$ cat src/llc_tag_pkg.sv
// shared geometry, request modes and entry/request/result structs, imported by every tag array module
package llc_tag_pkg;

  // cache geometry
  localparam int unsigned num_ways    = 4;
  localparam int unsigned num_lines   = 16;
  localparam int unsigned index_width = 4;
  localparam int unsigned tag_width   = 8;

  // one bit per way
  typedef logic [num_ways-1:0]    way_mask_t;
  // set index, doubles as the memory address
  typedef logic [index_width-1:0] index_t;
  // upper address bits kept per line
  typedef logic [tag_width-1:0]   tag_t;

  // request modes
  // encoding order follows the control unit's case statements
  typedef enum logic [1:0] {
    mode_bist   = 2'd0,
    mode_flush  = 2'd1,
    mode_lookup = 2'd2,
    mode_store  = 2'd3
  } tag_req_e;

  // one stored line as it sits in a way memory
  typedef struct packed {
    logic valid;
    logic dirty;
    tag_t tag;
  } tag_entry_t;

  // request from the cache controller
  typedef struct packed {
    tag_req_e  mode;
    // target ways for store, flush and bist
    way_mask_t way_mask;
    index_t    index;
    // dirty flag written with a store
    logic      dirty;
    tag_t      tag;
  } tag_req_t;

  // result of a lookup or a flush
  typedef struct packed {
    // hit way, victim way or flushed way
    way_mask_t way_mask;
    logic      hit;
    // line must be written back
    logic      evict;
    // tag and dirty flag of the indicated way
    tag_t      tag;
    logic      dirty;
  } tag_res_t;

endpackage

$ cat src/evict_select.sv
// victim way selection on a lookup miss, invalid ways first, then round-robin over unlocked ways
`timescale 1ns/100ps
module evict_select
  import llc_tag_pkg::*;
(
  input  logic      clk_i,
  input  logic      reset_i,
  input  logic      req_i,
  input  way_mask_t valid_i,
  input  way_mask_t dirty_i,
  input  way_mask_t spm_lock_i,
  input  logic      advance_i,
  output way_mask_t way_o,
  output logic      evict_o
);

  // way number for the round-robin pointer
  typedef logic [$clog2(num_ways)-1:0] ptr_t;

  ptr_t      ptr_q;
  ptr_t      chosen;
  logic      found;
  logic      use_rr;
  way_mask_t free;

  // invalid ways that may be refilled
  assign free   = ~valid_i & ~spm_lock_i;
  // full set, so fall back to round-robin
  assign use_rr = ~(|free);

  always_comb begin : proc_pick
    ptr_t idx;
    idx    = ptr_q;
    chosen = ptr_q;
    found  = 1'b0;
    if (use_rr) begin
      // first unlocked way at or after the pointer
      for (int k = 0; k < num_ways; k++) begin
        idx = ptr_t'(ptr_q + k);
        if (!found && !spm_lock_i[idx]) begin
          found  = 1'b1;
          chosen = idx;
        end
      end
    end else begin
      // lowest free way wins
      for (int i = num_ways - 1; i >= 0; i--) begin
        if (free[i]) begin
          found  = 1'b1;
          chosen = ptr_t'(i);
        end
      end
    end
  end

  always_comb begin : proc_out
    way_o   = '0;
    evict_o = 1'b0;
    if (req_i && found) begin
      way_o[chosen] = 1'b1;
      // only an occupied dirty line needs a write-back
      evict_o       = use_rr & dirty_i[chosen];
    end
  end

  // pointer only moves when a full-set victim was handed out
  always_ff @(posedge clk_i) begin
    if (reset_i) begin
      ptr_q <= '0;
    end else if (advance_i && req_i && use_rr && found) begin
      ptr_q <= ptr_t'(chosen + 1'b1);
    end
  end

  // a miss with every way locked has no victim
  unlocked_way: assert property (@(posedge clk_i) disable iff (reset_i)
    req_i |-> |(~spm_lock_i))
    else $error("victim requested with all ways locked");

endmodule

$ cat src/llc_tag_store.sv
// tag array top level, accepts bist/flush/lookup/store requests and reports hit, victim and flush results
`timescale 1ns/100ps
module llc_tag_store
  import llc_tag_pkg::*;
(
  input  logic      clk_i,
  input  logic      reset_i,
  input  way_mask_t spm_lock_i,
  input  way_mask_t flushed_i,
  input  logic      req_valid_i,
  output logic      req_ready_o,
  input  tag_req_t  req_i,
  output logic      res_valid_o,
  input  logic      res_ready_i,
  output tag_res_t  res_o,
  output way_mask_t bist_res_o,
  output logic      bist_valid_o
);

  // request held while busy
  logic       busy_q, busy_d;
  tag_req_e   mode_q, mode_d;
  way_mask_t  mask_q, mask_d;
  index_t     index_q, index_d;
  tag_entry_t tag_q, tag_d;
  // a bist read was issued last cycle
  logic       bist_rd_q, bist_rd_d;
  logic       accept_next;
  tag_entry_t new_entry;

  // memory side
  way_mask_t  ram_req, ram_we;
  index_t     ram_index;
  tag_entry_t ram_wdata;
  tag_entry_t [num_ways-1:0] rdata;

  // per-way compare results
  way_mask_t  valid_mask, dirty_mask, tag_match, hit, cmp;
  logic       hit_any;

  // bist sequencer
  logic       gen_start, gen_ready, gen_req, gen_we, gen_done;
  index_t     gen_index;
  tag_entry_t gen_pattern;

  // victim selection
  logic       evict_req, evict_advance, victim_evict;
  way_mask_t  victim;
  way_mask_t  res_way;

  // store writes a valid line and lookup keeps it only for the tag field
  assign new_entry.valid = 1'b1;
  assign new_entry.dirty = req_i.dirty;
  assign new_entry.tag   = req_i.tag;

  always_comb begin : proc_ctrl
    busy_d      = busy_q;
    mode_d      = mode_q;
    mask_d      = mask_q;
    index_d     = index_q;
    tag_d       = tag_q;
    bist_rd_d   = 1'b0;
    accept_next = 1'b0;
    req_ready_o = 1'b0;
    gen_start   = 1'b0;
    ram_req     = '0;
    ram_we      = '0;
    ram_index   = req_i.index;
    ram_wdata   = new_entry;
    if (busy_q) begin
      unique case (mode_q)
        mode_bist: begin
          // sequencer owns the memories of the selected ways
          ram_index = gen_index;
          ram_req   = gen_req ? mask_q : '0;
          ram_we    = gen_we ? mask_q : '0;
          ram_wdata = gen_pattern;
          // pattern lines up with the read data one cycle later
          tag_d     = gen_pattern;
          bist_rd_d = gen_req & ~gen_we;
          if (gen_done) begin
            busy_d = 1'b0;
          end
        end
        mode_flush: begin
          // clear the line as the result is taken
          if (res_ready_i) begin
            busy_d    = 1'b0;
            ram_index = index_q;
            ram_req   = mask_q;
            ram_we    = mask_q;
            ram_wdata = '0;
          end
        end
        mode_lookup: begin
          // a lookup or store may follow as soon as the result is taken
          if (res_ready_i) begin
            busy_d      = 1'b0;
            accept_next = 1'b1;
          end
        end
        default: begin
          busy_d = 1'b0;
        end
      endcase
    end else begin
      accept_next = 1'b1;
    end

    if (accept_next && req_valid_i) begin
      unique case (req_i.mode)
        mode_lookup: begin
          req_ready_o = 1'b1;
          busy_d      = 1'b1;
          mode_d      = mode_lookup;
          // flushed ways never take part in a lookup
          mask_d      = ~flushed_i;
          index_d     = req_i.index;
          tag_d       = new_entry;
          ram_req     = ~flushed_i;
        end
        mode_store: begin
          // no result, so the unit stays idle
          req_ready_o = 1'b1;
          ram_req     = req_i.way_mask;
          ram_we      = req_i.way_mask;
        end
        mode_flush: begin
          // slow modes wait for a fully idle unit
          if (!busy_q) begin
            req_ready_o = 1'b1;
            busy_d      = 1'b1;
            mode_d      = mode_flush;
            mask_d      = req_i.way_mask;
            index_d     = req_i.index;
            ram_req     = req_i.way_mask;
          end
        end
        mode_bist: begin
          if (!busy_q) begin
            gen_start = 1'b1;
            if (gen_ready) begin
              req_ready_o = 1'b1;
              busy_d      = 1'b1;
              mode_d      = mode_bist;
              mask_d      = req_i.way_mask;
            end
          end
        end
        default: begin
          req_ready_o = 1'b0;
        end
      endcase
    end
  end

  for (genvar i = 0; i < num_ways; i++) begin : gen_way
    tag_sram u_tag_sram (
      .clk_i   (clk_i),
      .req_i   (ram_req[i]),
      .we_i    (ram_we[i]),
      .addr_i  (ram_index),
      .wdata_i (ram_wdata),
      .rdata_o (rdata[i])
    );

    assign valid_mask[i] = rdata[i].valid;
    assign dirty_mask[i] = rdata[i].dirty;
    assign tag_match[i]  = (rdata[i].tag == tag_q.tag);
    assign hit[i]        = mask_q[i] & valid_mask[i] & tag_match[i];
    // bist compares the whole entry and ways outside the run always pass
    assign cmp[i]        = ~mask_q[i] | (rdata[i] == tag_q);
  end

  assign hit_any = |hit;

  always_comb begin : proc_result
    res_valid_o = 1'b0;
    res_way     = '0;
    res_o       = '0;
    evict_req   = 1'b0;
    if (busy_q) begin
      if (mode_q == mode_flush) begin
        res_valid_o = 1'b1;
        res_way     = mask_q;
        // write-back only for a valid dirty line
        res_o.evict = |(mask_q & valid_mask & dirty_mask);
      end else if (mode_q == mode_lookup) begin
        res_valid_o = 1'b1;
        if (hit_any) begin
          res_way   = hit;
          res_o.hit = 1'b1;
        end else begin
          evict_req   = 1'b1;
          res_way     = victim;
          res_o.evict = victim_evict;
        end
      end
    end
    res_o.way_mask = res_way;
    // old tag and dirty flag from the indicated way
    for (int i = 0; i < num_ways; i++) begin
      if (res_way[i]) begin
        res_o.tag   = rdata[i].tag;
        res_o.dirty = rdata[i].dirty;
      end
    end
  end

  // round-robin moves on once a miss is consumed
  assign evict_advance = evict_req & res_ready_i;

  tag_bist_gen u_tag_bist_gen (
    .clk_i       (clk_i),
    .reset_i     (reset_i),
    .start_i     (gen_start),
    .ready_o     (gen_ready),
    .index_o     (gen_index),
    .pattern_o   (gen_pattern),
    .req_o       (gen_req),
    .we_o        (gen_we),
    .cmp_i       (cmp),
    .cmp_valid_i (bist_rd_q),
    .bist_res_o  (bist_res_o),
    .done_o      (gen_done)
  );

  assign bist_valid_o = gen_done;

  evict_select u_evict_select (
    .clk_i      (clk_i),
    .reset_i    (reset_i),
    .req_i      (evict_req),
    .valid_i    (valid_mask),
    .dirty_i    (dirty_mask),
    .spm_lock_i (spm_lock_i),
    .advance_i  (evict_advance),
    .way_o      (victim),
    .evict_o    (victim_evict)
  );

  // control state
  always_ff @(posedge clk_i) begin
    if (reset_i) begin
      busy_q    <= 1'b0;
      mode_q    <= mode_bist;
      bist_rd_q <= 1'b0;
    end else begin
      busy_q    <= busy_d;
      mode_q    <= mode_d;
      bist_rd_q <= bist_rd_d;
    end
  end

  // request payload
  always_ff @(posedge clk_i) begin
    mask_q  <= mask_d;
    index_q <= index_d;
    tag_q   <= tag_d;
  end

  // a tag may live in only one way of a set
  hit_onehot: assert property (@(posedge clk_i) disable iff (reset_i)
    (busy_q && mode_q == mode_lookup) |-> $onehot0(hit))
    else $error("lookup hit in more than one way");

  // result and its fields must wait for the consumer
  res_hold: assert property (@(posedge clk_i) disable iff (reset_i)
    (res_valid_o && !res_ready_i) |=> (res_valid_o && $stable(res_o)))
    else $error("res_valid_o dropped or res_o changed before res_ready_i");

endmodule

$ cat src/tag_bist_gen.sv
// bist sequencer for the tag memories, drives write/read/clear passes and collects the failure mask
`timescale 1ns/100ps
module tag_bist_gen
  import llc_tag_pkg::*;
(
  input  logic       clk_i,
  input  logic       reset_i,
  input  logic       start_i,
  output logic       ready_o,
  output index_t     index_o,
  output tag_entry_t pattern_o,
  output logic       req_o,
  output logic       we_o,
  input  way_mask_t  cmp_i,
  input  logic       cmp_valid_i,
  output way_mask_t  bist_res_o,
  output logic       done_o
);

  // pass sequencer states
  typedef enum logic [2:0] {
    st_idle,
    st_write,
    st_read,
    st_clear,
    st_done
  } state_e;

  state_e     state_q, state_d;
  index_t     index_q, index_d;
  way_mask_t  fail_q, fail_d;
  logic       last_index;
  tag_entry_t alt_pattern;

  // all ones on odd sets, all zeros on even sets
  assign alt_pattern = tag_entry_t'({$bits(tag_entry_t){index_q[0]}});
  assign last_index  = (index_q == index_t'(num_lines - 1));

  assign ready_o    = (state_q == st_idle);
  assign index_o    = index_q;
  assign bist_res_o = fail_q;

  always_comb begin : proc_seq
    state_d   = state_q;
    index_d   = index_q;
    fail_d    = fail_q;
    req_o     = 1'b0;
    we_o      = 1'b0;
    done_o    = 1'b0;
    pattern_o = '0;
    unique case (state_q)
      st_idle: begin
        if (start_i) begin
          state_d = st_write;
          index_d = '0;
          // fresh failure mask for every run
          fail_d  = '0;
        end
      end
      st_write: begin
        req_o     = 1'b1;
        we_o      = 1'b1;
        pattern_o = alt_pattern;
        index_d   = index_q + 1'b1;
        if (last_index) begin
          state_d = st_read;
        end
      end
      st_read: begin
        // store compares against the pattern it registers here
        req_o     = 1'b1;
        pattern_o = alt_pattern;
        index_d   = index_q + 1'b1;
        if (last_index) begin
          state_d = st_clear;
        end
      end
      st_clear: begin
        // zeros leave every line invalid and clean
        req_o   = 1'b1;
        we_o    = 1'b1;
        index_d = index_q + 1'b1;
        if (last_index) begin
          state_d = st_done;
        end
      end
      st_done: begin
        done_o  = 1'b1;
        state_d = st_idle;
      end
      default: begin
        state_d = st_idle;
      end
    endcase
    // last read compare lands in the first clear cycle
    if (cmp_valid_i) begin
      fail_d = fail_d | ~cmp_i;
    end
  end

  always_ff @(posedge clk_i) begin
    if (reset_i) begin
      state_q <= st_idle;
      index_q <= '0;
      fail_q  <= '0;
    end else begin
      state_q <= state_d;
      index_q <= index_d;
      fail_q  <= fail_d;
    end
  end

  // the store may only launch a run while the sequencer sits idle
  start_when_idle: assert property (@(posedge clk_i) disable iff (reset_i)
    start_i |-> (state_q == st_idle))
    else $error("bist start while sequencer busy");

endmodule

$ cat src/tag_sram.sv
// single-port tag memory for one way, one-cycle read latency, instantiated once per way
`timescale 1ns/100ps
module tag_sram
  import llc_tag_pkg::*;
(
  input  logic       clk_i,
  input  logic       req_i,
  input  logic       we_i,
  input  index_t     addr_i,
  input  tag_entry_t wdata_i,
  output tag_entry_t rdata_o
);

  // one entry per set
  tag_entry_t mem [num_lines];

  // write port
  always_ff @(posedge clk_i) begin
    if (req_i && we_i) begin
      mem[addr_i] <= wdata_i;
    end
  end

  // read port
  // data shows up on the edge after the request
  // and is held until the next read
  always_ff @(posedge clk_i) begin
    if (req_i && !we_i) begin
      rdata_o <= mem[addr_i];
    end
  end

endmodule

$ cat config.mk
export PLATFORM = sky130hd
export DESIGN_NAME = llc_tag_store
export DESIGN_NICKNAME = d
export VERILOG_FILES = /design/src/llc_tag_pkg.sv /design/src/evict_select.sv /design/src/llc_tag_store.sv /design/src/tag_bist_gen.sv /design/src/tag_sram.sv
export SDC_FILE = /design/constraint.sdc
export NUM_CORES = 1
export LEC_CHECK = 0
export ABC_AREA = 0
export BUFFER_PORTS_ARGS = -buffer_cell sky130_fd_sc_hd__buf_2
export CORE_ASPECT_RATIO = 0.6
export CORE_MARGIN = 4
export CORE_UTILIZATION = 60
export CTS_CLUSTER_DIAMETER = 30
export DETAILED_ROUTE_END_ITERATION = 6
export GPL_TIMING_DRIVEN = 1
export PLACE_DENSITY = 0.86
export SYNTH_ARGS = -nofsm -noshare
export SYNTH_HDL_FRONTEND = slang
export SYNTH_HIERARCHICAL = 1
export SYNTH_SLANG_ARGS = --single-unit
$ cat constraint.sdc
create_clock -name clk_i -period 8.3 [get_ports clk_i]
set_clock_uncertainty 0.2 [all_clocks]
set_input_delay 1.66 -clock clk_i [delete_from_list [all_inputs] [get_ports clk_i]]
set_output_delay 1.66 -clock clk_i [all_outputs]
set_load 0.01 [all_outputs]
== Word-level counts from Yosys, hierarchy flattened ==
Memory sizes are Yosys's and may differ from the RTL's. A register that Yosys moved wholly into a read port is not among the register bits.
Cells that the tools add are included.
Word-level totals
  logic and storage cells: 257
  bits in writable memories: 640
  memories kept: 4
  output and inout bits: 22
  register bits: 35
  bits of input ports: 31
Operators by class
  eq/ne operators: 25
  order comparisons: 6
  bitwise operators: 31
  mux-type cells: 128
  reduce and logical (&&, ||, !) cells: 46
  add/sub/neg operators: 5
Memories
  gen_way[0].u_tag_sram.mem: words 16, width 10, rd ports 1, clocked after Yosys merged registers in 1, write ports 1, line tag_sram.sv:15  | tag_entry_t mem [num_lines];
  gen_way[1].u_tag_sram.mem: words 16, width 10, rd ports 1, clocked after Yosys merged registers in 1, write ports 1, line tag_sram.sv:15
  gen_way[2].u_tag_sram.mem: words 16, width 10, rd ports 1, clocked after Yosys merged registers in 1, write ports 1, line tag_sram.sv:15
  gen_way[3].u_tag_sram.mem: words 16, width 10, rd ports 1, clocked after Yosys merged registers in 1, write ports 1, line tag_sram.sv:15
Operators with widths (count)
  $mux 4: 24
  $mux 10: 7
  $mux 1: 57
  $eq 10x10->1: 4
  $pmux 4 s2: 5
  $mux 9: 4
  $eq 8x8->1: 4
  $mux 2: 13
  $pmux 4 s3: 2
  $pmux 10 s2: 1
  $logic_and 1x1->1: 17
  $not 4->4: 4
  $lt 2x3->1 const B: 5
  $and 4x4->4: 3
  $mux 3: 4
  $pmux 3 s4: 1
  $reduce_or 4->1: 3
  $and 1x1->1: 11
  $bmux 1 s2: 5
  $logic_not 1->1: 10
  $ne 2x2->1 const B: 4
  $not 1->1: 8
  $reduce_or 2->1: 4
  $eq 2x2->1 const B: 3
  other kinds (25): 38

== Logic depth before layout (Yosys ltp) ==
  depth after elaboration: 29
  depth in mapped cells: 16
  depth with buffers taken out: 13

== By module ==
The synthesis kept the hierarchy.
By module, submodules not included
  tag_sram: cells each 284, times used 4, area an instance 6422.4 um^2, seq. area each 5104.9 um^2
  llc_tag_store: cells each 359, times used 1, area an instance 2681.3 um^2, seq. area each 520.5 um^2
  tag_bist_gen: cells each 65, times used 1, area an instance 584.3 um^2, seq. area each 220.2 um^2
  evict_select: cells each 45, times used 1, area an instance 350.3 um^2, seq. area each 40.0 um^2

== Least setup slack after synthesis ==
Ideal clock, no wire load.
  path type: input -> output
  start: in spm_lock_i[1]
  end: out res_o[7] (netlist bit)
  buffers on the path: 1
  required time: 6440 ps
  path slack: 2651 ps
  data arrival time: 3789 ps
  cell stages on the path: 11
  cell sequence: o22ai_1 > a311oi_1 > a32oi_2 > ha_1 > and3_1 > nand2_1 > or4b_1 > clkbuf_1 > a21boi_0 > mux2i_1 > o211ai_2
RTL lines
  start, declared: line llc_tag_store.sv:8  | input way_mask_t spm_lock_i,
  end, declared: line llc_tag_store.sv:15  | output tag_res_t res_o,

==> results.ini <==
[clocking]
post_cts_buffers=0
insertion_delay_ns=0.63
ctsLongestPathBuffers=3
cts-buffers-inserted=89
clock_sinks=715
cts-root-buf=clkbuf_16
clk_pin_slew_ns=0.07
cts_tree=built
cts_resized=0
ctsHtreeMaxLevel=3
ctsHoldBuffers=0

[grt]
grt_pass1_wl_um=106300
antenna_found_initial=0
grt_start_max_net_pins=92
grt_pass1_vias=16000
track_usage_pct=27.87
overflow=0

[setup_path]
start_kind=input pin
r2r-end=gen_way[1].u_tag_sram/rdata_o[7]
crit_chain=buf_2, o22ai_1, a311oi_1, a32oi_2, inv_1, ha_1, and3_1, nand2_1, or4b_1, and2_1, clkinv_4, a21o_1, o211ai_2, buf_2
reg2reg_depth=9
cpMostUsedCell=buf_2
worstSetupPathType=in -> out
critPathBufInv=4
r2r-start=busy_q
crit_fanout=11
critPathTopFamily=compound AO/OA/AOI/OAI gates
critical_path_required_ns=6.44
arrival_ns=4.78
slowest_stage=a32oi_2
critPathLaunch=spm_lock_i[1]
cpPeakStageDelay_ns=0.49
crit_path_end_kind=primary output
regToRegSetupSlack_ns=2.46

[timing]
layout_setup_ws_ns=1.663
finalSetupViolCount=0
slew_viol_final=0
period_needed_ns=6.637
max_freq_mhz=150.7
slew_headroom_pct=11.11
grt_setup_unrepaired=false
worst_pin_slew_ns=1.328
setup_tns_ns=0
hold_violations=0
min_period_over_period_pct=79.97

[placement]
dp_slack_ns=1.741
dp_hpwl_um=44110
routabilityCongestion=0.8992
port_buffers=52

[pwr]
p_sw_share_pct=24.81
p_leak_nw=11.05
p_per_area_mw_per_mm2=264.0
combPwrFrac_pct=7.8
internal-power_mw=6.583
power.switching_mw=2.172
pwr-share-clk_pct=45.4
max-vdd-ir-drop_uv=208.2
p_seq_share_pct=46.8

[outcome]
outcome=finished clean

[route]
routedWlPerCell_um=30.12
vias=16320
drt_iter0_drc=2602
drc=0
firstDrtPassIters=6
via_per_inst=6.828
ant_nets=0
wl_um=71990

[job]
max_cap_violations=0

[synthesis]
synth.avg_cell_area_um2=18.26
yosysWarnings=6
synth_nets=1649
synth_common_cells=edfxtp_1 (688), mux4_2 (160), nand2_1 (131)
yosysSeqAreaShare_pct=72.34
ys_ff_latch=715
synth_edf_count=688
synthMostInstantiatedCell=edfxtp_1
synth_top_area_share_pct=70.50
synth-main-ff-cell=edfxtp_1
ys_types=67
synthArstFlopShare_pct=0
netlist_instances=1605
synth_top_cell_by_area=edfxtp_1
syn_area_mm2=0.02931
synth_area_leaders=edfxtp_1 (70%), mux4_2 (12%), a22oi_1 (2.0%)

[worst_hold_path]
hold_depth=1
hold_class=reg -> reg
worstHoldStart=u_tag_bist_gen/bist_res_o[1]
whs_endpoint=u_tag_bist_gen/bist_res_o[1]

[die]
io_pins=53
die_w_um=293.3
core_area_mm2=0.04802
die_y_um=179.2
initial_core_util_pct=61.03
die_area_mm2=0.05256
num_rows=62

[finish]
diodes=0
drive_gt1_share_pct=25.77
nFillCells=2885
fin_nets=1718
syn_to_final_growth_pct=13.18

==> metal layers <==
| layer | track usage (%) | wire length [um] | up-vias |
|---|---|---|---|
| li1 | - | - | 6635 |
| met1 | 40.90 | 27660 | 8317 |
| met2 | 42.10 | 32650 | 1196 |
| met3 | 7.565 | 9485 | 170 |
| met4 | 7.866 | 2203 | 0 |
| met5 | 0 | 0 | - |
==> cell usage in the layout, fill, tap and decap left out, drive strengths merged, types with 11 or more instances in the layout <==
master,instances
edfxtp,688
mux4,160
nand2,131
clkbuf,96
nor2,88
a22oi,80
buf,77
inv,46
xor2,36
clkinv,32
dfxtp,27
nand4,21
nor3,21
nand3,20
o21ai,18
nor2b,18
a21oi,13
mux2i,13
ha,13
and2,12
nand2b,11
and3,11
==> through the flow <==
stage / power, mW / util [%] / cells / hold WS, ns / cell area, um^2
2_1_floorplan: 4.629 / - / 1605 / 0.2725 / 29310
3_3_place_gp: 4.800 / 62.57 / 2223 / 0.2503 / 30050
3_5_place_dp: 4.826 / 62.57 / 2223 / 0.2630 / 30050
4_1_cts: 8.778 / 69.07 / 2390 / 0.2857 / 33170
5_1_grt: 9.010 / 69.07 / 2390 / 0.3093 / 33170
6_report: 8.755 / 69.07 / 2390 / 0.2948 / 33170
==> layout make-up <==
type / instances / area [um^2] / share of cell area, %
well taps: 640 / 800.8 / 2.414
multi-input cells: 773 / 7511 / 22.65
clock inverters: 71 / 837.1 / 2.524
inverters: 18 / 85.08 / 0.2565
repair buffers: 77 / 447.9 / 1.351
clock buffers: 96 / 2285 / 6.888
flip-flops and latches: 715 / 21200 / 63.92
==> worst max path at each step <==
stage	to	slack, ns	depth (start not counted)
2_1_floorplan	res_o[7]	2.65	11
3_3_place_gp	res_o[1]	1.81	14
3_5_place_dp	res_o[6]	1.74	14
4_1_cts	res_o[6]	1.69	14
5_1_grt	res_o[3]	1.53	14
6_report	res_o[0]	1.66	14
==> state kept, by name (all words and copies together), names as in the netlist <==
signal,flops
gen_way.u_tag_sram/mem,640
bist_rd_q,1
mask_q,4
busy_q,1
u_evict_select/ptr_q,2
gen_way.u_tag_sram/rdata_o,40
index_q,4
u_tag_bist_gen/index_o,4
u_tag_bist_gen/state_q,3
mode_q,2
tag_q,10
u_tag_bist_gen/bist_res_o,4
==> power groups by stage <==
stage	Combinational, mW	Clock (mW)	Sequential (mW)
global route	0.724	4.19	4.09
finish	0.681	3.98	4.10
CTS	0.671	4.01	4.09
floorplan	0.500	0	4.13
global placement	0.631	0	4.17
detailed placement	0.657	0	4.17
==> cells by family after synthesis <==
| family | Yosys count | share of synthesized area (%) |
|---|---|---|
| buf+inv | 117 | 2.314 |
| compound gates | 179 | 4.603 |
| simple gates | 365 | 6.075 |
| xor+xnor | 42 | 1.332 |
| fa+ha+maj | 13 | 0.5550 |
| mux | 174 | 12.78 |
| flops | 715 | 72.34 |
Note: power is estimated with default switching activity, not from simulation.
